===== config.mk =====
export PLATFORM = sky130hd
export DESIGN_NAME = mac_engine
export DESIGN_NICKNAME = d
export VERILOG_FILES = /design/src/hdl/mac_array_pkg.sv /design/src/hdl/mac_engine.sv /design/src/hdl/mac_row.sv
export SDC_FILE = /design/constraint.sdc
export NUM_CORES = 2
export LEC_CHECK = 0
export ABC_AREA = 1
export BUFFER_PORTS_ARGS = -buffer_cell sky130_fd_sc_hd__buf_2
export CAP_MARGIN = 20
export CORE_ASPECT_RATIO = 2
export CORE_MARGIN = 5
export CORE_UTILIZATION = 25
export DETAILED_ROUTE_END_ITERATION = 10
export SYNTH_ARGS = -nofsm -noshare
export SYNTH_HDL_FRONTEND = slang
export SYNTH_HIERARCHICAL = 1
export SYNTH_SLANG_ARGS = --single-unit

===== constraint.sdc =====
create_clock -name clk_i -period 9.05 [get_ports clk_i]
set_clock_uncertainty 0.05 [all_clocks]
set_input_delay 0.4525 -clock clk_i [delete_from_list [all_inputs] [get_ports clk_i]]
set_output_delay 0.4525 -clock clk_i [all_outputs]
set_load 0.01 [all_outputs]

===== src/hdl/mac_array_pkg.sv =====
/*
 * Shared sizes, Wishbone address map, bus and control structs, FSM states.
 * Every RTL file imports this package in its module header.
 */
package mac_array_pkg;

  // Array geometry
  localparam int unsigned ROWS       = 4;                       // Engine rows
  localparam int unsigned PE_PER_ROW = 4;                       // Multiply-add stages per row
  localparam int unsigned K_DIM      = 8;                       // Inner dimension
  localparam int unsigned N_COLS     = 4;                       // Output columns
  localparam int unsigned NUM_PASS   = K_DIM / PE_PER_ROW;      // Passes per output element
  localparam int unsigned DATA_W     = 8;                       // Operand width
  localparam int unsigned ACC_W      = 32;                      // Accumulator width
  localparam int unsigned PIPE_DEPTH = 2;                       // Row latency in cycles
  localparam int unsigned COL_W      = $clog2(N_COLS);          // Column index width
  localparam int unsigned PASS_W     = $clog2(NUM_PASS);        // Pass index width

  // Wishbone geometry
  localparam int unsigned WB_AW = 10;
  localparam int unsigned WB_DW = 32;

  // Byte address map
  localparam logic [WB_AW-1:0] ADDR_CTRL   = 10'h000;           // Bit 0 starts a run
  localparam logic [WB_AW-1:0] ADDR_STATUS = 10'h004;           // Bit 0 busy, bit 1 done
  localparam logic [WB_AW-1:0] ADDR_X_BASE = 10'h040;           // 8 words, r*2+q
  localparam logic [WB_AW-1:0] ADDR_W_BASE = 10'h080;           // 8 words, one per k
  localparam logic [WB_AW-1:0] ADDR_B_BASE = 10'h0C0;           // 4 words, one per row
  localparam logic [WB_AW-1:0] ADDR_Z_BASE = 10'h100;           // 16 words, r*4+n, read only

  // Operand types
  typedef logic signed [DATA_W-1:0] operand_t;
  typedef operand_t [PE_PER_ROW-1:0] operand_vec_t;             // Lowest byte is element 0
  typedef operand_vec_t [ROWS-1:0] x_rows_t;                    // One X slice per row
  typedef operand_vec_t [ROWS-1:0][NUM_PASS-1:0] x_mat_t;       // x[r][4q+i] at [r][q][i]
  typedef operand_vec_t [K_DIM-1:0] w_mat_t;                    // w[k][n] at [k][n]
  typedef logic [ROWS-1:0][ACC_W-1:0] acc_vec_t;

  // Wishbone classic
  typedef struct packed {
    logic             cyc;
    logic             stb;
    logic             we;
    logic [WB_AW-1:0] adr;
    logic [WB_DW-1:0] dat;
    logic [3:0]       sel;
  } wb_req_t;

  typedef struct packed {
    logic             ack;
    logic [WB_DW-1:0] dat;
  } wb_rsp_t;

  // Sequencer to engine
  typedef struct packed {
    logic         in_valid;
    logic         accumulate;                                   // Feed back last row result
    operand_vec_t w_slice;                                      // Shared by all rows
  } engine_ctrl_t;

  typedef struct packed {
    logic [ROWS-1:0] out_valid;
    logic            busy;
  } engine_flags_t;

  typedef enum logic [1:0] {
    IDLE,
    ISSUE,
    WAIT,
    DONE
  } seq_state_e;

endpackage


===== src/hdl/mac_engine.sv =====
/*
 * Array of ROWS rows. Each row takes either the external bias or its own
 * last result, which lets a long dot product run as several passes.
 */
module mac_engine
  import mac_array_pkg::*;
(
  input  logic          clk_i,
  input  logic          arst_n_i,
  input  x_rows_t       x_mat_i,        // One X slice per row
  input  acc_vec_t      bias_i,
  input  engine_ctrl_t  ctrl_i,
  output acc_vec_t      result_o,
  output engine_flags_t flags_o
);

  acc_vec_t result, feedback;
  logic [$clog2(PIPE_DEPTH+1)-1:0] inflight_q;   // Items inside the rows

  for (genvar r = 0; r < ROWS; r++) begin : gen_rows

    mac_row u_row (
      .clk_i    (clk_i),
      .arst_n_i (arst_n_i),
      .x_i      (x_mat_i[r]),
      .w_i      (ctrl_i.w_slice),            // Weights broadcast to all rows
      .bias_i   (feedback[r]),
      .valid_i  (ctrl_i.in_valid),
      .result_o (result[r]),
      .valid_o  (flags_o.out_valid[r])
    );

    // Second pass adds onto the first one
    always_comb begin : bias_mux
      if (ctrl_i.accumulate) begin
        feedback[r] = result[r];
      end else begin
        feedback[r] = bias_i[r];
      end
    end

  end

  // Rows run in lockstep, row 0 stands for all of them
  always_ff @(posedge clk_i or negedge arst_n_i) begin
    if (!arst_n_i) begin
      inflight_q <= '0;
    end else if (ctrl_i.in_valid && !flags_o.out_valid[0]) begin
      inflight_q <= inflight_q + 1'b1;
    end else if (!ctrl_i.in_valid && flags_o.out_valid[0]) begin
      inflight_q <= inflight_q - 1'b1;
    end
  end

  assign flags_o.busy = (inflight_q != '0);
  assign result_o     = result;

endmodule


===== src/hdl/mac_row.sv =====
/*
 * One engine row: four multiply-add stages over a shared bias input.
 * Stage one registers the products, stage two registers their sum plus bias.
 */
module mac_row
  import mac_array_pkg::*;
(
  input  logic             clk_i,
  input  logic             arst_n_i,
  input  operand_vec_t     x_i,          // X slice for this row
  input  operand_vec_t     w_i,          // Weight slice, same for every row
  input  logic [ACC_W-1:0] bias_i,       // Bias or fed back partial sum
  input  logic             valid_i,
  output logic [ACC_W-1:0] result_o,
  output logic             valid_o
);

  logic [PE_PER_ROW-1:0][ACC_W-1:0] prod_d, prod_q;
  logic [ACC_W-1:0]                 sum_d, result_q;
  logic [PIPE_DEPTH-1:0]            valid_q;

  // Sign-extended products, multiply happens at accumulator width
  always_comb begin : products
    logic signed [ACC_W-1:0] prod_ext;
    prod_ext = '0;
    for (int i = 0; i < PE_PER_ROW; i++) begin
      prod_ext  = $signed(x_i[i]) * $signed(w_i[i]);
      prod_d[i] = prod_ext;
    end
  end

  // Adder chain starting from the bias, wraps at ACC_W bits
  always_comb begin : add_chain
    sum_d = bias_i;
    for (int i = 0; i < PE_PER_ROW; i++) begin
      sum_d = sum_d + prod_q[i];
    end
  end

  // Payload stages load only with a valid item so result_q holds for feedback
  always_ff @(posedge clk_i) begin
    if (valid_i) prod_q <= prod_d;
    if (valid_q[0]) result_q <= sum_d;
  end

  always_ff @(posedge clk_i or negedge arst_n_i) begin
    if (!arst_n_i) begin
      valid_q <= '0;
    end else begin
      valid_q <= {valid_q[PIPE_DEPTH-2:0], valid_i};  // Valid follows the data
    end
  end

  assign result_o = result_q;
  assign valid_o  = valid_q[PIPE_DEPTH-1];

  // Fixed latency, no stalls inside the row
  a_fixed_latency: assert property (
    @(posedge clk_i) disable iff (!arst_n_i)
    valid_o == $past(valid_i, PIPE_DEPTH)
  ) else $error("row valid_o does not match valid_i delayed by PIPE_DEPTH");

endmodule


==> flow_summary.ini <==
[sta]
hold_violations = 0
maxSlewHeadroom_pct = 30.2
whs_ns = 0.139
worst_pin_slew_ns = 1.05
rsz0062_at_grt = false
finalMaxSlewViolations = 0
fin_crit_ns = 4.99
tns_ns = 0
fmax_ghz = 0.201
setup_violations = 0
fin_crit_sh_pct = 55.1

[global_route]
grt_max_degree = 132
overflow = 0
grt_antenna_before_repair = 77
grt_util_all_layers_pct = 15.2
grt_pass1_vias = 62688
grt_pass1_wl_um = 363000

[floorplanning]
die_area_um2 = 315000
die_x_um = 400
num_rows = 286
core_um2 = 303000
ioPinCount = 425
die_y_um = 789
start_util_pct = 25.1

[clock_network]
ctsHoldBuffers = 1
clk_latency_ns = 0.68
numCtsBuffers = 48
cts_tree = built
htreeDepth = 2
cts_resized = 0
cts_max_path_buffers = 3
cts_setup_buffers = 0
clock_sinks = 394
path_clk_slew_ns = 0.07
cts_root_buffer = clkbuf_16

[layout]
fin_util_pct = 27.7
finalNetCount = 11995
drive_above_1_share_pct = 7.98
fill_cells = 33190
synthToLayoutAreaGrowth_pct = 10.7

[yosys]
ys_async_sr_fraction_pct = 2.54
ys_types = 40
syn-num-nets = 11739
synth_warnings = 6
avgSynthCellArea_um2 = 7.90
synth-edff-count = 384
synth_cells = 9606
synthFlopType = edfxtp_1
ys_ff_latch = 394
synth.yosys.seq_area_share_pct = 15.5
syn_area_um2 = 75900

[routing]
via_per_inst = 4.19
wl_met3_um = 12100
drtPass1Iterations = 5
route.met2.wl_um = 130000
maxUsedRoutingLayer = met5
drtIter0Drc = 2527
wl_um = 240000
drt-wirelength-per-cell_um = 17.2
drtAntennaViolNets = 0
m1WireLength_um = 84200
num_vias = 58460
drc_errors = 0

[worst_setup_path]
cp_data_required_time_ns = 9.41
end_kind = register
critPathLaunchType = register
worst-r2r-setup-slack_ns = 4.06
cp.arrival_ns = 5.35
worstSetupPathType = reg -> reg
cp_max_fo = 13

[placed_design]
io_buffers = 424
dp_hpwl_um = 207000
routabilityCongestion = 0.967

[min_path]
hold_path.class = in -> reg

[run]
drv_cap = 0

[status]
status = finished, final reports clean
==> metrics by stage <==
step	instances	worst slack (ns)	area [µm²]
detailed placement	13843	3.57	82200
global route	13940	3.73	83900
CTS	13933	3.95	83900
floorplan	9606	4.64	75900
global placement	13843	3.57	82200
finish	13953	4.06	84000
==> synth_stat cells, types with 23 or more instances <==
cell,n,area (µm²)
a21oi_1,210,1050
a31oi_1,23,144
clkbuf_1,240,901
edfxtp_1,384,11500
fa_1,1248,25000
ha_1,593,7420
inv_1,3288,12300
mux2_2,128,1440
nand2_1,2220,8330
nand2_2,53,332
nand3_1,215,1080
nand3b_1,23,173
nor2_1,364,1370
nor3_1,42,210
o21ai_0,98,490
o21bai_1,30,225
xnor2_1,110,963
xor2_1,174,1520
==> placed cells by master, fill, tap and decap left out, types with 8 or more instances in the layout <==
master / n
a21o_1: 8
a21oi_1: 210
a31oi_1: 23
and2_1: 12
buf_2: 422
buf_4: 34
clkbuf_16: 48
dfrtp_1: 9
diode_2: 20
edfxtp_1: 384
fa_1: 1248
ha_1: 593
inv_1: 3288
inv_2: 18
mux2_2: 128
nand2_1: 2220
nand2_2: 53
nand3_1: 215
nand3_2: 9
nand3b_1: 23
nand4_1: 21
nor2_1: 364
nor2_2: 14
nor3_1: 42
o21ai_0: 98
o21bai_1: 30
or2_2: 16
xnor2_1: 110
xor2_1: 174
==> worst paths after layout <==
check | startpoint | to | depth (start not counted)
max | gen_rows[1].u_row/prod_q[15]$_DFFE_PP_ | gen_rows[1].u_row/result_o[27]$_DFFE_PP_ | 18
min | x_mat_i[8] | gen_rows[0].u_row/prod_q[32]$_DFFE_PP_ | 3
max reg2reg | gen_rows[1].u_row/prod_q[15]$_DFFE_PP_ | gen_rows[1].u_row/result_o[27]$_DFFE_PP_ | 18
min reg2reg | inflight_q[1]$_DFFE_PN0P_ | inflight_q[1]$_DFFE_PN0P_ | 2
max in group asynchronous | arst_n_i | gen_rows[2].u_row/valid_q[0]$_DFF_PN0_ | 2
min in group asynchronous | arst_n_i | gen_rows[1].u_row/valid_q[1]$_DFF_PN0_ | 2
==> cells by family (layout without fill, tap and decap cells) <==
kind of cell,count (synthesis),after routing,synth area share [%]
AND/OR/NAND/NOR,3006,3006,16.0
XOR/XNOR,284,284,3.28
buffers and inverters,3561,3856,17.8
AO/OA/AOI/OAI,392,392,2.82
flip-flops,394,394,15.5
adder cells (fa/ha/maj),1841,1841,42.7
other,0,20,0
multiplexers,128,128,1.90
==> state kept, by name, indices dropped and copies added, names as in the netlist <==
| name | cells |
|---|---|
| gen_rows.u_row/prod_q | 256 |
| gen_rows.u_row/result_o | 128 |
| gen_rows.u_row/valid_q | 8 |
| inflight_q | 2 |
==> critical path, cell delays in order (launching register included) <==
cell and delay (ns):
edfxtp_1 0.84, inv_1 0.61, fa_1 0.68, inv_1 0.05
fa_1 0.47, inv_1 0.06, fa_1 0.48, inv_1 0.05
ha_1 0.40, nand2_1 0.25, inv_1 0.07, nand2_1 0.06
nand2_1 0.06, inv_1 0.14, nand2_1 0.07, a21oi_1 0.19
nand2_1 0.08, nand2_1 0.06, nand2_1 0.08
==> routing by layer <==
metal  global-route usage [%]  up-vias
met3                     2.48      519
met2                     29.5     1402
met4                     7.41       44
met1                     15.6    28666
met5                        0        -
li1                         -    27829
==> area by class of cell <==
class	instances	area [µm²]	share of cell area [%]
clock inverters	30	388	0.462
diodes	20	50.0	0.0596
well taps	4032	5040	6.01
inverters	3307	12400	14.8
flip-flops and latches	394	11800	14.0
clock buffers	59	1280	1.53
repair buffers	460	2420	2.89
multi-input cells	5651	50600	60.2
Power is left out: the tool's default activity adds up to more than one toggle a clock period on the data nets, which glitch-free logic cannot reach.
