### config.mk
export PLATFORM = sky130hd
export DESIGN_NAME = mac_wb_regs
export DESIGN_NICKNAME = d
export VERILOG_FILES = /design/src/hdl/mac_array_pkg.sv /design/src/hdl/mac_wb_regs.sv
export SDC_FILE = /design/constraint.sdc
export NUM_CORES = 2
export LEC_CHECK = 0
export BUFFER_PORTS_ARGS = -buffer_cell sky130_fd_sc_hd__buf_2
export CORE_AREA = 10 10 329 331
export DETAILED_ROUTE_END_ITERATION = 16
export DIE_AREA = 0 0 339 341
export PLACE_DENSITY_LB_ADDON = 0.05
export SLEW_MARGIN = 20
export SYNTH_ARGS = -nofsm -noshare
export SYNTH_HDL_FRONTEND = slang
export SYNTH_SLANG_ARGS = --single-unit
### constraint.sdc
create_clock -name clk_i -period 2.55 [get_ports clk_i]
set_clock_uncertainty 0.1 [all_clocks]
set_input_delay 0.51 -clock clk_i [delete_from_list [all_inputs] [get_ports clk_i]]
set_output_delay 0.51 -clock clk_i [all_outputs]
set_load 0.02 [all_outputs]
### src/hdl/mac_array_pkg.sv
/*
 * Shared sizes, Wishbone address map, bus and control structs, FSM states.
 * Every RTL file imports this package in its module header.
 */
package mac_array_pkg;

  // Array geometry
  localparam int unsigned ROWS       = 4;                       // Engine rows
  localparam int unsigned PE_PER_ROW = 4;                       // Multiply-add stages per row
  localparam int unsigned K_DIM      = 8;                       // Inner dimension
  localparam int unsigned N_COLS     = 4;                       // Output columns
  localparam int unsigned NUM_PASS   = K_DIM / PE_PER_ROW;      // Passes per output element
  localparam int unsigned DATA_W     = 8;                       // Operand width
  localparam int unsigned ACC_W      = 32;                      // Accumulator width
  localparam int unsigned PIPE_DEPTH = 2;                       // Row latency in cycles
  localparam int unsigned COL_W      = $clog2(N_COLS);          // Column index width
  localparam int unsigned PASS_W     = $clog2(NUM_PASS);        // Pass index width

  // Wishbone geometry
  localparam int unsigned WB_AW = 10;
  localparam int unsigned WB_DW = 32;

  // Byte address map
  localparam logic [WB_AW-1:0] ADDR_CTRL   = 10'h000;           // Bit 0 starts a run
  localparam logic [WB_AW-1:0] ADDR_STATUS = 10'h004;           // Bit 0 busy, bit 1 done
  localparam logic [WB_AW-1:0] ADDR_X_BASE = 10'h040;           // 8 words, r*2+q
  localparam logic [WB_AW-1:0] ADDR_W_BASE = 10'h080;           // 8 words, one per k
  localparam logic [WB_AW-1:0] ADDR_B_BASE = 10'h0C0;           // 4 words, one per row
  localparam logic [WB_AW-1:0] ADDR_Z_BASE = 10'h100;           // 16 words, r*4+n, read only

  // Operand types
  typedef logic signed [DATA_W-1:0] operand_t;
  typedef operand_t [PE_PER_ROW-1:0] operand_vec_t;             // Lowest byte is element 0
  typedef operand_vec_t [ROWS-1:0] x_rows_t;                    // One X slice per row
  typedef operand_vec_t [ROWS-1:0][NUM_PASS-1:0] x_mat_t;       // x[r][4q+i] at [r][q][i]
  typedef operand_vec_t [K_DIM-1:0] w_mat_t;                    // w[k][n] at [k][n]
  typedef logic [ROWS-1:0][ACC_W-1:0] acc_vec_t;

  // Wishbone classic
  typedef struct packed {
    logic             cyc;
    logic             stb;
    logic             we;
    logic [WB_AW-1:0] adr;
    logic [WB_DW-1:0] dat;
    logic [3:0]       sel;
  } wb_req_t;

  typedef struct packed {
    logic             ack;
    logic [WB_DW-1:0] dat;
  } wb_rsp_t;

  // Sequencer to engine
  typedef struct packed {
    logic         in_valid;
    logic         accumulate;                                   // Feed back last row result
    operand_vec_t w_slice;                                      // Shared by all rows
  } engine_ctrl_t;

  typedef struct packed {
    logic [ROWS-1:0] out_valid;
    logic            busy;
  } engine_flags_t;

  typedef enum logic [1:0] {
    IDLE,
    ISSUE,
    WAIT,
    DONE
  } seq_state_e;

endpackage

### src/hdl/mac_wb_regs.sv
/*
 * Wishbone classic slave. Holds X, W, bias and Z, the control word and
 * the status word. Ack is registered, so every access takes two cycles.
 */
module mac_wb_regs
  import mac_array_pkg::*;
(
  input  logic             clk_i,
  input  logic             arst_n_i,
  input  wb_req_t          wb_req_i,
  output wb_rsp_t          wb_rsp_o,
  input  logic             busy_i,
  input  logic             done_i,
  input  logic             z_we_i,         // Column write from the sequencer
  input  logic [COL_W-1:0] z_col_i,
  input  acc_vec_t         z_row_vec_i,
  output logic             start_o,
  output x_mat_t           x_mat_o,
  output w_mat_t           w_mat_o,
  output acc_vec_t         bias_o
);

  x_mat_t                  x_q;
  w_mat_t                  w_q;
  acc_vec_t                bias_q;
  acc_vec_t [N_COLS-1:0]   z_q;            // z[r][n] at z_q[n][r]
  logic                    ack_q;
  logic                    start_q;
  logic [WB_DW-1:0]        rdat_d, rdat_q;
  logic                    req_fire, wr_fire, op_wr;
  logic                    hit_ctrl, hit_status, hit_x, hit_w, hit_b, hit_z;
  logic [WB_AW-1:0]        adr;

  // Byte lane merge for partial writes
  function automatic logic [WB_DW-1:0] merge_bytes(input logic [WB_DW-1:0] old_w,
                                                   input logic [WB_DW-1:0] new_w,
                                                   input logic [3:0]       sel);
    logic [WB_DW-1:0] res;
    res = old_w;
    for (int b = 0; b < 4; b++) begin
      if (sel[b]) res[8*b +: 8] = new_w[8*b +: 8];
    end
    return res;
  endfunction

  assign adr      = wb_req_i.adr;
  assign req_fire = wb_req_i.cyc && wb_req_i.stb && !ack_q;  // No access in the ack cycle
  assign wr_fire  = req_fire && wb_req_i.we;
  assign op_wr    = wr_fire && !busy_i;    // Operands frozen during a run

  // Address decode, low two bits ignored
  assign hit_ctrl   = (adr[WB_AW-1:2] == ADDR_CTRL[WB_AW-1:2]);
  assign hit_status = (adr[WB_AW-1:2] == ADDR_STATUS[WB_AW-1:2]);
  assign hit_x      = (adr[WB_AW-1:5] == ADDR_X_BASE[WB_AW-1:5]);
  assign hit_w      = (adr[WB_AW-1:5] == ADDR_W_BASE[WB_AW-1:5]);
  assign hit_b      = (adr[WB_AW-1:4] == ADDR_B_BASE[WB_AW-1:4]);
  assign hit_z      = (adr[WB_AW-1:6] == ADDR_Z_BASE[WB_AW-1:6]);

  always_comb begin : read_mux
    rdat_d = '0;                           // Unmapped reads return 0
    if (hit_status) rdat_d = {{(WB_DW-2){1'b0}}, done_i, busy_i};
    if (hit_x)      rdat_d = x_q[adr[4:3]][adr[2]];
    if (hit_w)      rdat_d = w_q[adr[4:2]];
    if (hit_b)      rdat_d = bias_q[adr[3:2]];
    if (hit_z)      rdat_d = z_q[adr[3:2]][adr[5:4]];
  end

  always_ff @(posedge clk_i or negedge arst_n_i) begin
    if (!arst_n_i) begin
      ack_q   <= 1'b0;
      start_q <= 1'b0;
    end else begin
      ack_q   <= req_fire;
      start_q <= wr_fire && hit_ctrl && wb_req_i.sel[0] && wb_req_i.dat[0];
    end
  end

  always_ff @(posedge clk_i) begin
    if (req_fire) rdat_q <= rdat_d;
  end

  // Operand storage, writes while busy are acked and dropped
  always_ff @(posedge clk_i or negedge arst_n_i) begin
    if (!arst_n_i) begin
      x_q    <= '0;
      w_q    <= '0;
      bias_q <= '0;
    end else if (op_wr) begin
      if (hit_x) x_q[adr[4:3]][adr[2]] <= merge_bytes(x_q[adr[4:3]][adr[2]],
                                                      wb_req_i.dat, wb_req_i.sel);
      if (hit_w) w_q[adr[4:2]] <= merge_bytes(w_q[adr[4:2]], wb_req_i.dat, wb_req_i.sel);
      if (hit_b) bias_q[adr[3:2]] <= merge_bytes(bias_q[adr[3:2]], wb_req_i.dat,
                                                 wb_req_i.sel);
    end
  end

  // Results, only the sequencer writes here
  always_ff @(posedge clk_i or negedge arst_n_i) begin
    if (!arst_n_i) begin
      z_q <= '0;
    end else if (z_we_i) begin
      z_q[z_col_i] <= z_row_vec_i;          // Whole column, all rows at once
    end
  end

  assign wb_rsp_o.ack = ack_q;
  assign wb_rsp_o.dat = rdat_q;
  assign start_o      = start_q;
  assign x_mat_o      = x_q;
  assign w_mat_o      = w_q;
  assign bias_o       = bias_q;

  // Ack lands while the master still holds the request it answers
  a_ack_follows_req: assert property (
    @(posedge clk_i) disable iff (!arst_n_i)
    wb_rsp_o.ack |-> (wb_req_i.cyc && wb_req_i.stb && $past(wb_req_i.cyc && wb_req_i.stb))
  ) else $error("ack raised without a held cyc and stb");

endmodule

==> metrics.md <==
| Metric | Value |
|---|---|
| Cells after Synth | 4312 |
| Synth Register Bits | 1186 |
| Worst path max stage delay | 0.55 ns |
| DIE AREA | 116000 um^2 |
| WHS Path Cells | 3 |
| Final HPWL DP | 177 mm |
| Total GRT Usage | 0.390 |
| Worst skew pair latency | 0.75 ns |
| RD Place Congestion | 0.969 |
| Initial antenna violation count | 32 |
| Synth unique cells | 85 |
| Clock sinks | 1186 |
| Met2 wire len | 107 mm |
| Syn_area_per_cell | 12.6 um^2 |
| Synth Flop Type | dfrtp_1 |
| CTS H-tree lvls | 4 |
| Post-layout util | 0.682 |
| Post-route cell area | 69200 um^2 |
| Worst hold path endpoint | ack_q |
| Min-delay src | wb_req_i[48] |
| Total core area | 101000 um^2 |
| CP delay by family, top | compound AO/OA/AOI/OAI gates |
| DRT iter0 DRCs | 4471 |
| Commonest non-fill, non-tap cell in the layout | dfrtp_1 |
| PortBufs | 855 |
| Syn. warnings | 0 |
| Routed vias | 43800 |
| Post-route minimum period | 2.48 ns |
| Worst Path Buf+Inv | 2 |
| Share of layout cells above drive strength 1 | 0.431 |
| TritonCTS buffer count | 134 |
| R2r setup slk | 0.07 ns |
| Starting Density | 0.534 |
| Pwr per Cell Area | 683 nW/um^2 |
| Crit-path max FO | 3 |
| Most frequent cells in the layout | dfrtp_1, buf_2, mux2_2, nand2_1, buf_4 |
| Die Height | 341 um |
| Number of global-route vias before repair | 43300 |
| WL per Instance | 32.7 um |
| RSZ-0062 raised after global routing | no |
| Worst Reg-to-Reg Cells | 7 |
| Row count | 117 |
| Final Hold Fails | 0 |
| Met1 Wirelength | 84.1 mm |
| Peak VDD IR | 0.000638 V |
| Cell Chain, Critical Path | mux2_2, o22ai_1, a211oi_1, buf_4, a221oi_1, buf_4, o21ai_0 |
| Syn nets | 4496 |
| FMAX | 403 MHz |
| Slowest stage cell on the critical path | a221oi_1 |
| Final global-route overflow total | 0 |
| Seq/Total Area, Yosys | 0.551 |
| Cell mode on critical path | buf_4 |
| Postcts setup bufs | 0 |
| Critical Path Source Type | flop |
| Met3 Wirelength | 23.3 mm |
| Largest net degree at the start of global routing | 95 |
| Final worst-path setup slack | 0.0704 ns |
| Synthesized area | 54200 um^2 |
| Slew margin rel. | 0.353 |
| Reg2reg end | rdat_q[23] |
| Die width | 339 um |
| Worst EP arrival | 2.86 ns |
| Fillers | 7648 |
| First-pass GRT wire length | 328 mm |
| Area of the multi-input gates | 22600 um^2 |
| Status | complete, no violations |
| Area Overhead vs Synth | 27.7% |
| RR Startpoint | x_mat_o[119] |
| Post-synth EDFFs | 32 |
| Leakage | 33.4 nW |
| Clock slew at reported path FFs | 0.06 ns |
| I/O Pins | 858 |
| Vias per cell | 6.20 |
| Drt pass-1 iters | 6 |
| Final number of max-transition violations | 0 |
| Final WL | 231 mm |
| CTS tree | done |
| Data required, critical path | 2.93 ns |
| Worst Setup End Kind | flop |
| Hold crit path type | in2reg |
| Clk root buf | clkbuf_16 |
| Total Nets Final | 5763 |
| Remaining antenna violation count | 0 |
| Register area | 29800 um^2 |
| Least-Margin Pin Slew | 0.962 ns |
| Final setup viols | 0 |
| Cell area after placement | 63500 um^2 |
| Dpl ws | -0.584 ns |
| Setup CP Type | reg2reg |
| Fin crit share | 0.972 |
| Bufs on Longest Clock Path | 3 |
| Top sig layer | met5 |
| DRC | 0 |
| Async set-or-reset flop fraction in the synthesized netlist | 0.973 |
| Max Cap Viol | 0 |
## stage by stage
| stage | hold slack [ns] | std cells | TNS (ns) | total power, mW |
|---|---|---|---|---|
| floorplan | 0.114 | 4312 | 0 | 25.1 |
| global placement | 0.376 | 6682 | -30.12 | 27.8 |
| detailed placement | 0.383 | 6682 | -33.71 | 28.0 |
| CTS | 0.0113 | 7046 | 0 | 47.3 |
| global route | 0.0387 | 7053 | 0 | 48.7 |
| finish | 0.0428 | 7063 | 0 | 47.3 |
## worst max path at each step
stage                 start    endpoint  slack, ns  cells past startpoint
2_1_floorplan  wb_req_i[48]   rdat_q[0]       0.08                      2
3_3_place_gp   wb_req_i[38]   rdat_q[8]      -0.61                      8
3_5_place_dp   wb_req_i[38]  rdat_q[10]      -0.58                     10
4_1_cts        x_mat_o[104]   rdat_q[8]      0.009                      7
5_1_grt         x_mat_o[87]  rdat_q[23]       0.02                      7
6_report       x_mat_o[119]  rdat_q[23]       0.07                      7
## report_power, final
group          leakage, nW  switching [mW]  internal (mW)  total [mW]
clock network         2.13            7.92           11.3        19.3
logic                 15.9            3.32           3.25        6.57
registers             15.3           0.881           20.5        21.4
total                 33.4            12.1           35.1        47.3
## cells by family (layout without fill, tap and decap cells)
| group | Yosys count | after routing | share of synthesized area |
|---|---|---|---|
| DFF | 1186 | 1186 | 0.551 |
| muxes | 1041 | 1041 | 0.240 |
| AOI/OAI and AO/OA | 939 | 939 | 0.108 |
| and+or+nand+nor | 814 | 814 | 0.0658 |
| buffers and inverters | 332 | 1698 | 0.0354 |
| other | 0 | 17 | 0 |
## cell type report
class	instances	area share
Antenna cell	17	0.000615
Clock buffer	209	0.0581
Clock inverter	26	0.00452
Inverter	6	0.000325
Multi-Input combinational cell	2794	0.327
Sequential cell	1186	0.431
Tap cell	1368	0.0247
Timing Repair Buffer	1457	0.154
## timing repair
action                                  in CTS  in global routing
hold buffers                               129                  0
endpoints found under the setup margin       1                  1
cloned                                       0                  0
endpoints found under the hold margin      546                  0
gates resized for setup                      1                  1
## Yosys cell counts (30+ instances only)
master	n	area (um^2)
a21oi_1	187	936
a22oi_1	43	323
a31oi_1	90	563
buf_2	62	310
buf_4	30	225
buf_6	33	372
clkbuf_1	170	638
dfrtp_1	1154	28900
edfxtp_1	32	961
mux2_2	713	8030
mux2i_1	191	1910
mux4_2	112	2520
nand2_1	386	1450
nor2_1	281	1050
o21ai_0	304	1520
o21ai_1	38	190
o22ai_1	74	463
## tightest hold or removal path, delay by kind of cell
kind	cells	cell delay (ns)
buffers and inverters	1	0.11
AND/OR/NAND/NOR	2	0.20
## flip-flops by register name, indices dropped and copies added (netlist names)
name	cells
rdat_q	32
start_o	1
bias_o	128
z_q	512
ack_q	1
w_mat_o	256
x_mat_o	256
## layer usage
layer | up-vias | track usage
met5 | - | 0
met4 | 34 | 0.242
met3 | 602 | 0.122
met2 | 2392 | 0.611
met1 | 22300 | 0.470
li1 | 18400 | -
(Power assumes the default switching activity.)
