[src/hdl/mac_array_pkg.sv]
/*
 * Shared sizes, Wishbone address map, bus and control structs, FSM states.
 * Every RTL file imports this package in its module header.
 */
package mac_array_pkg;

  // Array geometry
  localparam int unsigned ROWS       = 4;                       // Engine rows
  localparam int unsigned PE_PER_ROW = 4;                       // Multiply-add stages per row
  localparam int unsigned K_DIM      = 8;                       // Inner dimension
  localparam int unsigned N_COLS     = 4;                       // Output columns
  localparam int unsigned NUM_PASS   = K_DIM / PE_PER_ROW;      // Passes per output element
  localparam int unsigned DATA_W     = 8;                       // Operand width
  localparam int unsigned ACC_W      = 32;                      // Accumulator width
  localparam int unsigned PIPE_DEPTH = 2;                       // Row latency in cycles
  localparam int unsigned COL_W      = $clog2(N_COLS);          // Column index width
  localparam int unsigned PASS_W     = $clog2(NUM_PASS);        // Pass index width

  // Wishbone geometry
  localparam int unsigned WB_AW = 10;
  localparam int unsigned WB_DW = 32;

  // Byte address map
  localparam logic [WB_AW-1:0] ADDR_CTRL   = 10'h000;           // Bit 0 starts a run
  localparam logic [WB_AW-1:0] ADDR_STATUS = 10'h004;           // Bit 0 busy, bit 1 done
  localparam logic [WB_AW-1:0] ADDR_X_BASE = 10'h040;           // 8 words, r*2+q
  localparam logic [WB_AW-1:0] ADDR_W_BASE = 10'h080;           // 8 words, one per k
  localparam logic [WB_AW-1:0] ADDR_B_BASE = 10'h0C0;           // 4 words, one per row
  localparam logic [WB_AW-1:0] ADDR_Z_BASE = 10'h100;           // 16 words, r*4+n, read only

  // Operand types
  typedef logic signed [DATA_W-1:0] operand_t;
  typedef operand_t [PE_PER_ROW-1:0] operand_vec_t;             // Lowest byte is element 0
  typedef operand_vec_t [ROWS-1:0] x_rows_t;                    // One X slice per row
  typedef operand_vec_t [ROWS-1:0][NUM_PASS-1:0] x_mat_t;       // x[r][4q+i] at [r][q][i]
  typedef operand_vec_t [K_DIM-1:0] w_mat_t;                    // w[k][n] at [k][n]
  typedef logic [ROWS-1:0][ACC_W-1:0] acc_vec_t;

  // Wishbone classic
  typedef struct packed {
    logic             cyc;
    logic             stb;
    logic             we;
    logic [WB_AW-1:0] adr;
    logic [WB_DW-1:0] dat;
    logic [3:0]       sel;
  } wb_req_t;

  typedef struct packed {
    logic             ack;
    logic [WB_DW-1:0] dat;
  } wb_rsp_t;

  // Sequencer to engine
  typedef struct packed {
    logic         in_valid;
    logic         accumulate;                                   // Feed back last row result
    operand_vec_t w_slice;                                      // Shared by all rows
  } engine_ctrl_t;

  typedef struct packed {
    logic [ROWS-1:0] out_valid;
    logic            busy;
  } engine_flags_t;

  typedef enum logic [1:0] {
    IDLE,
    ISSUE,
    WAIT,
    DONE
  } seq_state_e;

endpackage

[src/hdl/mac_ctrl.sv]
/*
 * Run sequencer. Walks the output columns and the passes per column,
 * one beat in flight at a time, and writes each finished column to Z.
 * A run of 16 results takes 25 cycles from the start pulse.
 */
module mac_ctrl
  import mac_array_pkg::*;
(
  input  logic             clk_i,
  input  logic             arst_n_i,
  input  logic             start_i,        // One cycle pulse from the register file
  input  x_mat_t           x_full_i,
  input  w_mat_t           w_full_i,
  output engine_ctrl_t     ctrl_o,
  output x_rows_t          x_slice_o,      // X slice of the current pass
  input  engine_flags_t    flags_i,
  input  acc_vec_t         result_i,
  output logic             z_we_o,
  output logic [COL_W-1:0] z_col_o,
  output acc_vec_t         z_row_vec_o,
  output logic             busy_o,
  output logic             done_o
);

  seq_state_e        state_q;
  logic [COL_W-1:0]  col_q;                // Output column n
  logic [PASS_W-1:0] pass_q;               // Pass p over k
  logic              done_q;
  logic              beat_done;
  logic              last_pass;

  assign beat_done = &flags_i.out_valid;
  assign last_pass = (pass_q == PASS_W'(NUM_PASS-1));

  always_ff @(posedge clk_i or negedge arst_n_i) begin
    if (!arst_n_i) begin
      state_q <= IDLE;
      col_q   <= '0;
      pass_q  <= '0;
      done_q  <= 1'b0;
    end else begin
      unique case (state_q)
        IDLE: begin
          if (start_i) begin
            state_q <= ISSUE;
            col_q   <= '0;
            pass_q  <= '0;
            done_q  <= 1'b0;             // Done stays until the next start
          end
        end
        ISSUE: state_q <= WAIT;          // One beat per ISSUE
        WAIT: begin
          if (beat_done) begin
            if (!last_pass) begin
              pass_q  <= pass_q + 1'b1;
              state_q <= ISSUE;
            end else begin
              pass_q <= '0;
              if (col_q == COL_W'(N_COLS-1)) begin
                state_q <= DONE;
              end else begin
                col_q   <= col_q + 1'b1;
                state_q <= ISSUE;
              end
            end
          end
        end
        DONE: begin
          if (!flags_i.busy) begin       // Rows drained
            state_q <= IDLE;
            done_q  <= 1'b1;
          end
        end
        default: state_q <= IDLE;
      endcase
    end
  end

  // Beat operands, weights w[4p+i][n] and X slice p
  always_comb begin : beat_operands
    ctrl_o.in_valid   = (state_q == ISSUE);
    ctrl_o.accumulate = (pass_q != '0);  // Held through WAIT, used at stage two
    for (int i = 0; i < PE_PER_ROW; i++) begin
      ctrl_o.w_slice[i] = w_full_i[PE_PER_ROW*pass_q + i][col_q];
    end
    for (int r = 0; r < ROWS; r++) begin
      x_slice_o[r] = x_full_i[r][pass_q];
    end
  end

  assign z_we_o      = (state_q == WAIT) && beat_done && last_pass;
  assign z_col_o     = col_q;
  assign z_row_vec_o = result_i;
  assign busy_o      = (state_q != IDLE);
  assign done_o      = done_q;

  // Feedback holds one result per row, so a beat only enters empty rows
  a_no_issue_in_wait: assert property (
    @(posedge clk_i) disable iff (!arst_n_i)
    ctrl_o.in_valid |-> !flags_i.busy
  ) else $error("new beat issued while a beat is still in the rows");

  // A second start must not restart the column and pass walk
  a_start_ignored_busy: assert property (
    @(posedge clk_i) disable iff (!arst_n_i)
    (start_i && busy_o) |=> !(state_q == ISSUE && col_q == '0 && pass_q == '0)
  ) else $error("start while busy disturbed the running sequence");

endmodule

[config.mk]
export PLATFORM = sky130hd
export DESIGN_NAME = mac_ctrl
export DESIGN_NICKNAME = d
export VERILOG_FILES = /design/src/hdl/mac_array_pkg.sv /design/src/hdl/mac_ctrl.sv
export SDC_FILE = /design/constraint.sdc
export NUM_CORES = 1
export LEC_CHECK = 0
export BUFFER_PORTS_ARGS = -buffer_cell sky130_fd_sc_hd__buf_2
export CAP_MARGIN = 20
export CORE_AREA = 2 2 372 374
export DETAILED_ROUTE_END_ITERATION = 16
export DIE_AREA = 0 0 374 376
export PLACE_DENSITY = 0.3
export SYNTH_ARGS = -nofsm -noshare
export SYNTH_HDL_FRONTEND = slang
export SYNTH_SLANG_ARGS = --single-unit
export TNS_END_PERCENT = 50
[constraint.sdc]
create_clock -name clk_i -period 1.8 [get_ports clk_i]
set_input_delay 0.18 -clock clk_i [delete_from_list [all_inputs] [get_ports clk_i]]
set_output_delay 0.18 -clock clk_i [all_outputs]
set_load 0.05 [all_outputs]
==> flow_summary.toml, run 1 <==
[run_status]
status = "finished with violations"
violations = "negative setup slack"

[sta]
finalCriticalPeriod_ns = 2.12
slew_violations = 0
grt_setup_unrepaired = "true"
finalSetupViolCount = 126
hold_ws_ns = 0.251
finClkSkew_ns = 0.000588
tightest_slew_ns = 0.530
timing.final.crit_share_pct = 118
fmax_mhz = 472
fin_setup_tns_ns = -12.81
hold_viol = 0
maxSlewHeadroom_pct = 64.9
layout_setup_ws_ns = -0.318

[power]
power.density_nw_per_um2 = 1040
leakagePower_nw = 5.10
vdd_drop_max_mv = 0.423

[synthesis]
synth-seq-cells = 6
yosys_warnings = 0
synth_nets = 1128
synthCells = 479
syn_avg_cell_area_um2 = 9.89
ys_seq_area_share_pct = 3.17
synthArstFlopShare_pct = 100
synth_top_area_share_pct = 31.4
ys_types = 25
synth_edf_count = 0
synth_flop_cell = "dfrtp_1"
synth_area_leaders = "mux2_2 (31%), mux4_2 (30%), buf_4 (21%)"
syn_area_um2 = 4740
yosysTopAreaCell = "mux2_2"

[global_route]
grt_pass1_vias = 7189
grt_pass1_wl_um = 77000
overflow = 0
antenna_found_initial = 33
grt_max_degree = 38
grt_usage_pct = 8.50

[detailed_routing]
avgViaCountPerCell = 2.28
antenna_left = 0
wl_per_cell_um = 21.6
wirelength_um = 62400
vias = 6567
first_pass_iters = 4
drc_errors = 0
drtIter0Drc = 203

[min_path]
hold_depth = 3
hp-class = "input port to flip-flop"

[critical_path]
cp.arrival_ns = 1.94
cp_num_buf_inv = 3
path_common_cell = "buf_12"
path_delay_family = "multiplexers"
worstSetupStartpointType = "flip-flop"
max_stage_delay_ns = 0.48
crit_chain = "buf_12, buf_12, mux4_2, mux2_4, buf_8"
required_ns = 1.62
reg2reg_slack_ns = 0.03
crit_cells = 5
crit_slowest_cell = "mux4_2"
critPathCaptureType = "primary output"
r2r_cells = 5
critical_path_class = "flip-flop to primary output"
path_max_fanout = 8

[job]
max_cap_viol_count = 0

[clock_tree]
root_buffer = "clkbuf_16"
cts_buffer_depth = 2
path_clk_slew_ns = 0.04
clk-insertion-delay-late_ns = 0.23
cts_buffers = 3
cts_tree = "done"
htreeDepth = 1
cts_sinks = 6

[finish]
layout_commonest_cell = "buf_2"
drive_gt1_share_pct = 94.2
final_cell_mix = "buf_2 (525), buf_6 (120), mux2_2 (85), mux4_2 (64), buf_12 (49)"
fin_nets = 1725
final_cell_count_no_fill = 2883
synthToLayoutAreaGrowth_pct = 156
nFillCells = 16000

[die]
die_area_um2 = 141000
coreArea_um2 = 137000
start_util_pct = 3.47
die_h_um = 376
die_x_um = 374
boundaryPins = 943
rows = 136

[placement]
dpl.hpwl_um = 56600
numPlacedInstances = 2837
io_buffers = 686
place_congestion = 0.822
[cells in the mapped netlist (2+ instances only)]
cell type / instances
dfrtp_1: 6
buf_6: 5
mux4_2: 64
nand3_1: 2
clkbuf_1: 7
buf_4: 131
mux2_2: 132
buf_2: 21
nand2_1: 86
inv_1: 4
mux2i_1: 2
o21ai_0: 5
a21oi_1: 2
[power breakdown]
group / leakage, nW / switching, mW / internal [mW]
clock: 0.0382 / 0.0896 / 0.295
sequential: 0.0722 / 0.0864 / 0.187
combinational: 4.99 / 7.06 / 4.91
total: 5.10 / 7.24 / 5.39
[tightest hold or removal path: cells and delay by family]
kind	cells	cell delay, ns
buffers and inverters	1	0.12
AOI/OAI and AO/OA	2	0.14
[area by class of cell]
| class | instances | area [um2] | area share [%] |
|---|---|---|---|
| Inverter | 5 | 18.8 | 0.154 |
| Antenna cell | 14 | 35.0 | 0.288 |
| Tap cell | 1794 | 2240 | 18.5 |
| Sequential cell | 6 | 161 | 1.33 |
| Multi-Input combinational cell | 304 | 3800 | 31.3 |
| Timing Repair Buffer | 756 | 5820 | 47.9 |
| Clock buffer | 4 | 78.8 | 0.649 |
[through the flow]
stage / cell area (um2) / setup WS [ns] / utilization, % / power [mW]
final: 12200 / -0.318 / 8.89 / 12.6
after global routing: 12100 / -0.350 / 8.87 / 13.3
after CTS: 11900 / -0.325 / 8.71 / 12.8
after detailed placement: 9970 / -0.135 / 7.30 / 9.76
after floorplan: 4860 / -0.145 / - / 6.62
after global placement: 9970 / -0.140 / 7.30 / 9.79
[what timing repair did]
action                     4_1_cts  5_1_grt
hold buffers                     1        0
pin swaps                       10        4
setup endpoints to repair      143      162
gates resized for setup        429       63
hold endpoints to repair         6        0
buffers inserted                17        3
gates cloned                     9        2
[kinds of logic (layout without fill, tap and decap cells)]
kind of cell / count (synthesis) / after routing / share of synthesized area (%)
adders and majority gates: 1 / 1 / 0.264
muxes: 198 / 198 / 62.2
other: 0 / 14 / 0
buffers and inverters: 169 / 765 / 25.1
AOI/OAI and AO/OA: 9 / 9 / 1.08
and+or+nand+nor: 96 / 96 / 8.16
DFF: 6 / 6 / 3.17
[state kept, by name, summed over array words and instances (netlist names)]
signal     cells
state_q        2
z_col_o        2
done_o         1
last_pass      1
[per-layer routing]
metal	part of all wire, %	vias to the layer above	GRT usage [%]
met2	46	544	13.9
met1	43	3056	10.8
met5	0.18	-	0
met4	3.6	16	2.09
met3	7.7	110	2.63
li1	-	2841	-
[path summary, 6_finish.rpt]
| kind | start | to |
|---|---|---|
| max | z_col_o[0] | ctrl_o[7] |
| min | flags_i[0] | state_q[1] |
| max reg2reg | z_col_o[0] | z_col_o[1] |
| min reg2reg | done_o | done_o |
| max in group asynchronous | arst_n_i | last_pass |
| min in group asynchronous | arst_n_i | z_col_o[1] |
(Power assumes the default switching activity.)
==> run 2: changes to the inputs <==
Settings changed: ABC_AREA set to 1, CORE_AREA 2 2 372 374 to 2 2 364 366, DIE_AREA 0 0 374 376 to 0 0 366 368.
==> run 2 against run 1 <==
Against the previous run:
- the run still ends with negative setup slack left
- register-to-register slack lost 0.12 ns
- global-route usage grew 1.8 points
- clock-buffer cell count is the same
- sequential power grew 7.7%
- sequential share of layout area shrank 0.27 points
- design area grew 24%
- wire length grew 20%
- critical path type unchanged
- highest routed layer unchanged
==> flow_summary.toml, run 2 <==
[global_route]
grt_max_degree = 33
grt_pass1_vias = 10100
antenna_found_initial = 13
grt_pass1_wl_um = 93700
overflow = 0
grt_usage_pct = 10.3

[sta]
tightest_slew_ns = 0.501
maxSlewHeadroom_pct = 66.4
fin_setup_tns_ns = -29.38
grt_setup_unrepaired = "true"
timing.final.crit_share_pct = 117
finalCriticalPeriod_ns = 2.11
hold_viol = 0
finalSetupViolCount = 163
slew_violations = 0
fmax_mhz = 473
finClkSkew_ns = 0.0208
layout_setup_ws_ns = -0.314

[die]
die_area_um2 = 135000
coreArea_um2 = 131000
start_util_pct = 4.19
die_h_um = 368
boundaryPins = 943
die_x_um = 366
rows = 133

[placement]
dp_slack_ns = -0.337
dpl.hpwl_um = 61900
io_buffers = 686
placed_area_um2 = 11600
place_congestion = 0.910

[clock_tree]
root_buffer = "clkbuf_16"
cts_buffers = 3
clk-insertion-delay-late_ns = 0.25
cts_buffer_depth = 2
path_clk_slew_ns = 0.06
cts_sinks = 6
cts_tree = "done"
htreeDepth = 1

[synthesis]
synth_nets = 1838
yosysMostFrequentCell = "nand2_1"
ys_top_cells_by_count = "nand2_1 (657), nor2_1 (168), buf_4 (151), o21ai_0 (74), o21ai_1 (58)"
synth-seq-cells = 6
yosys_warnings = 0
synth_top_area_share_pct = 45.0
synth_edf_count = 0
ys_types = 19
syn_area_um2 = 5480
synth_flop_cell = "dfrtp_1"
synth_area_leaders = "nand2_1 (45%), buf_4 (21%), nor2_1 (12%)"
synthCells = 1189
synthArstFlopShare_pct = 100
yosysTopAreaCell = "nand2_1"
ys_seq_area_share_pct = 2.74
syn_avg_cell_area_um2 = 4.61

[run_status]
status = "finished with violations"
violations = "negative setup slack"

[finish]
nFillCells = 15500
drive_gt1_share_pct = 60.0
synthToLayoutAreaGrowth_pct = 174
final_cell_mix = "buf_2 (527), nand2_1 (464), nor2_1 (125), buf_12 (110), nand2_2 (107)"
fin_nets = 2459
utilization_pct = 11.5
layout_commonest_cell = "buf_2"
finalInstanceArea_um2 = 15000

[detailed_routing]
first_pass_iters = 5
avgViaCountPerCell = 2.81
drtIter0Drc = 366
drc_errors = 0
antenna_left = 0
wl_per_cell_um = 21.1
vias = 10000
wirelength_um = 75100

[min_path]
hp-class = "input port to flip-flop"

[job]
max_cap_viol_count = 0

[power]
power.density_nw_per_um2 = 1020
leakagePower_nw = 7.20
vdd_drop_max_mv = 0.602

[critical_path]
path_common_cell = "nand2_1"
path_max_fanout = 6
critical_path_class = "flip-flop to primary output"
required_ns = 1.62
critPathCaptureType = "primary output"
crit_slowest_cell = "dfrtp_4"
cp.arrival_ns = 1.93
worstSetupStartpointType = "flip-flop"
crit_chain = "clkbuf_16, buf_12, buf_16, nor2_4, nor2_2, o21ai_1, nand2_1, nand2_1, nand2_1, buf_6"
max_stage_delay_ns = 0.59
==> run 2: cell families (layout without fill, tap and decap cells) <==
logic type,after synthesis,in the layout,synth area share (%)
buffers and inverters,216,836,27.6
flip-flops,6,6,2.74
adder cells (fa/ha/maj),1,1,0.228
AO/OA/AOI/OAI,133,133,12.2
AND/OR/NAND/NOR,833,833,57.3
other,0,1,0
==> run 2: worst max-delay path, delay by kind of cell (launching register included) <==
kind            cells  cell delay [ns]
simple gates        5             0.36
compound gates      1             0.08
flops               1             0.59
buf+inv             4             0.65
==> run 2: per-layer routing <==
metal  vias up  GRT usage (%)  wire (um)
met5         -          0.570        158
met4         8           1.45       1160
met3        46           6.75      11300
met2       706           18.2      36900
met1      4495           10.2      25500
li1       4768              -          -
==> run 2: path summary, 6_finish.rpt <==
| kind | endpoint | cells past startpoint | from | slack (ns) |
|---|---|---|---|---|
| setup / recovery | ctrl_o[17] | 10 | last_pass | -0.31 |
| hold / removal | done_o | 2 | flags_i[0] | 0.16 |
| setup reg to reg | last_pass | 6 | last_pass | -0.09 |
| hold reg to reg | done_o | 2 | done_o | 0.48 |
| max in group asynchronous | last_pass | 2 | arst_n_i | 1.15 |
| min in group asynchronous | z_col_o[0] | 2 | arst_n_i | 0.39 |
==> run 2: area by class of cell <==
type | instances | area [um2] | share of cell area (%)
inverter | 10 | 52.6 | 0.350
sequential | 6 | 159 | 1.06
clock buffer | 4 | 78.8 | 0.524
timing repair inverter | 1 | 30.0 | 0.200
timing repair buffer | 821 | 7490 | 49.8
multi-input combinational | 967 | 5030 | 33.5
tap | 1755 | 2200 | 14.6
antenna | 1 | 2.50 | 0.0166
==> run 2: stage by stage <==
stage               std cells  power [mW]  hold slack [ns]
floorplan                1189        7.39           -0.116
global placement         3492        11.9           0.0837
detailed placement       3492        11.9           0.0865
CTS                      3544        14.5            0.160
global route             3564        16.3            0.191
finish                   3565        15.4            0.156
==> run 2: report_power, final <==
group	switching, mW	internal, mW
combinational	8.78	5.86
clock	0.132	0.299
sequential	0.102	0.192
total	9.01	6.35
==> run 2: what timing repair did <==
item | 4_1_cts | 5_1_grt
hold endpoints to repair | 6 | 0
setup buffers | 26 | 16
setup endpoints to repair | 160 | 164
cloned | 22 | 12
pin swaps | 50 | 79
hold buffers | 1 | 0
gates resized for setup | 362 | 367
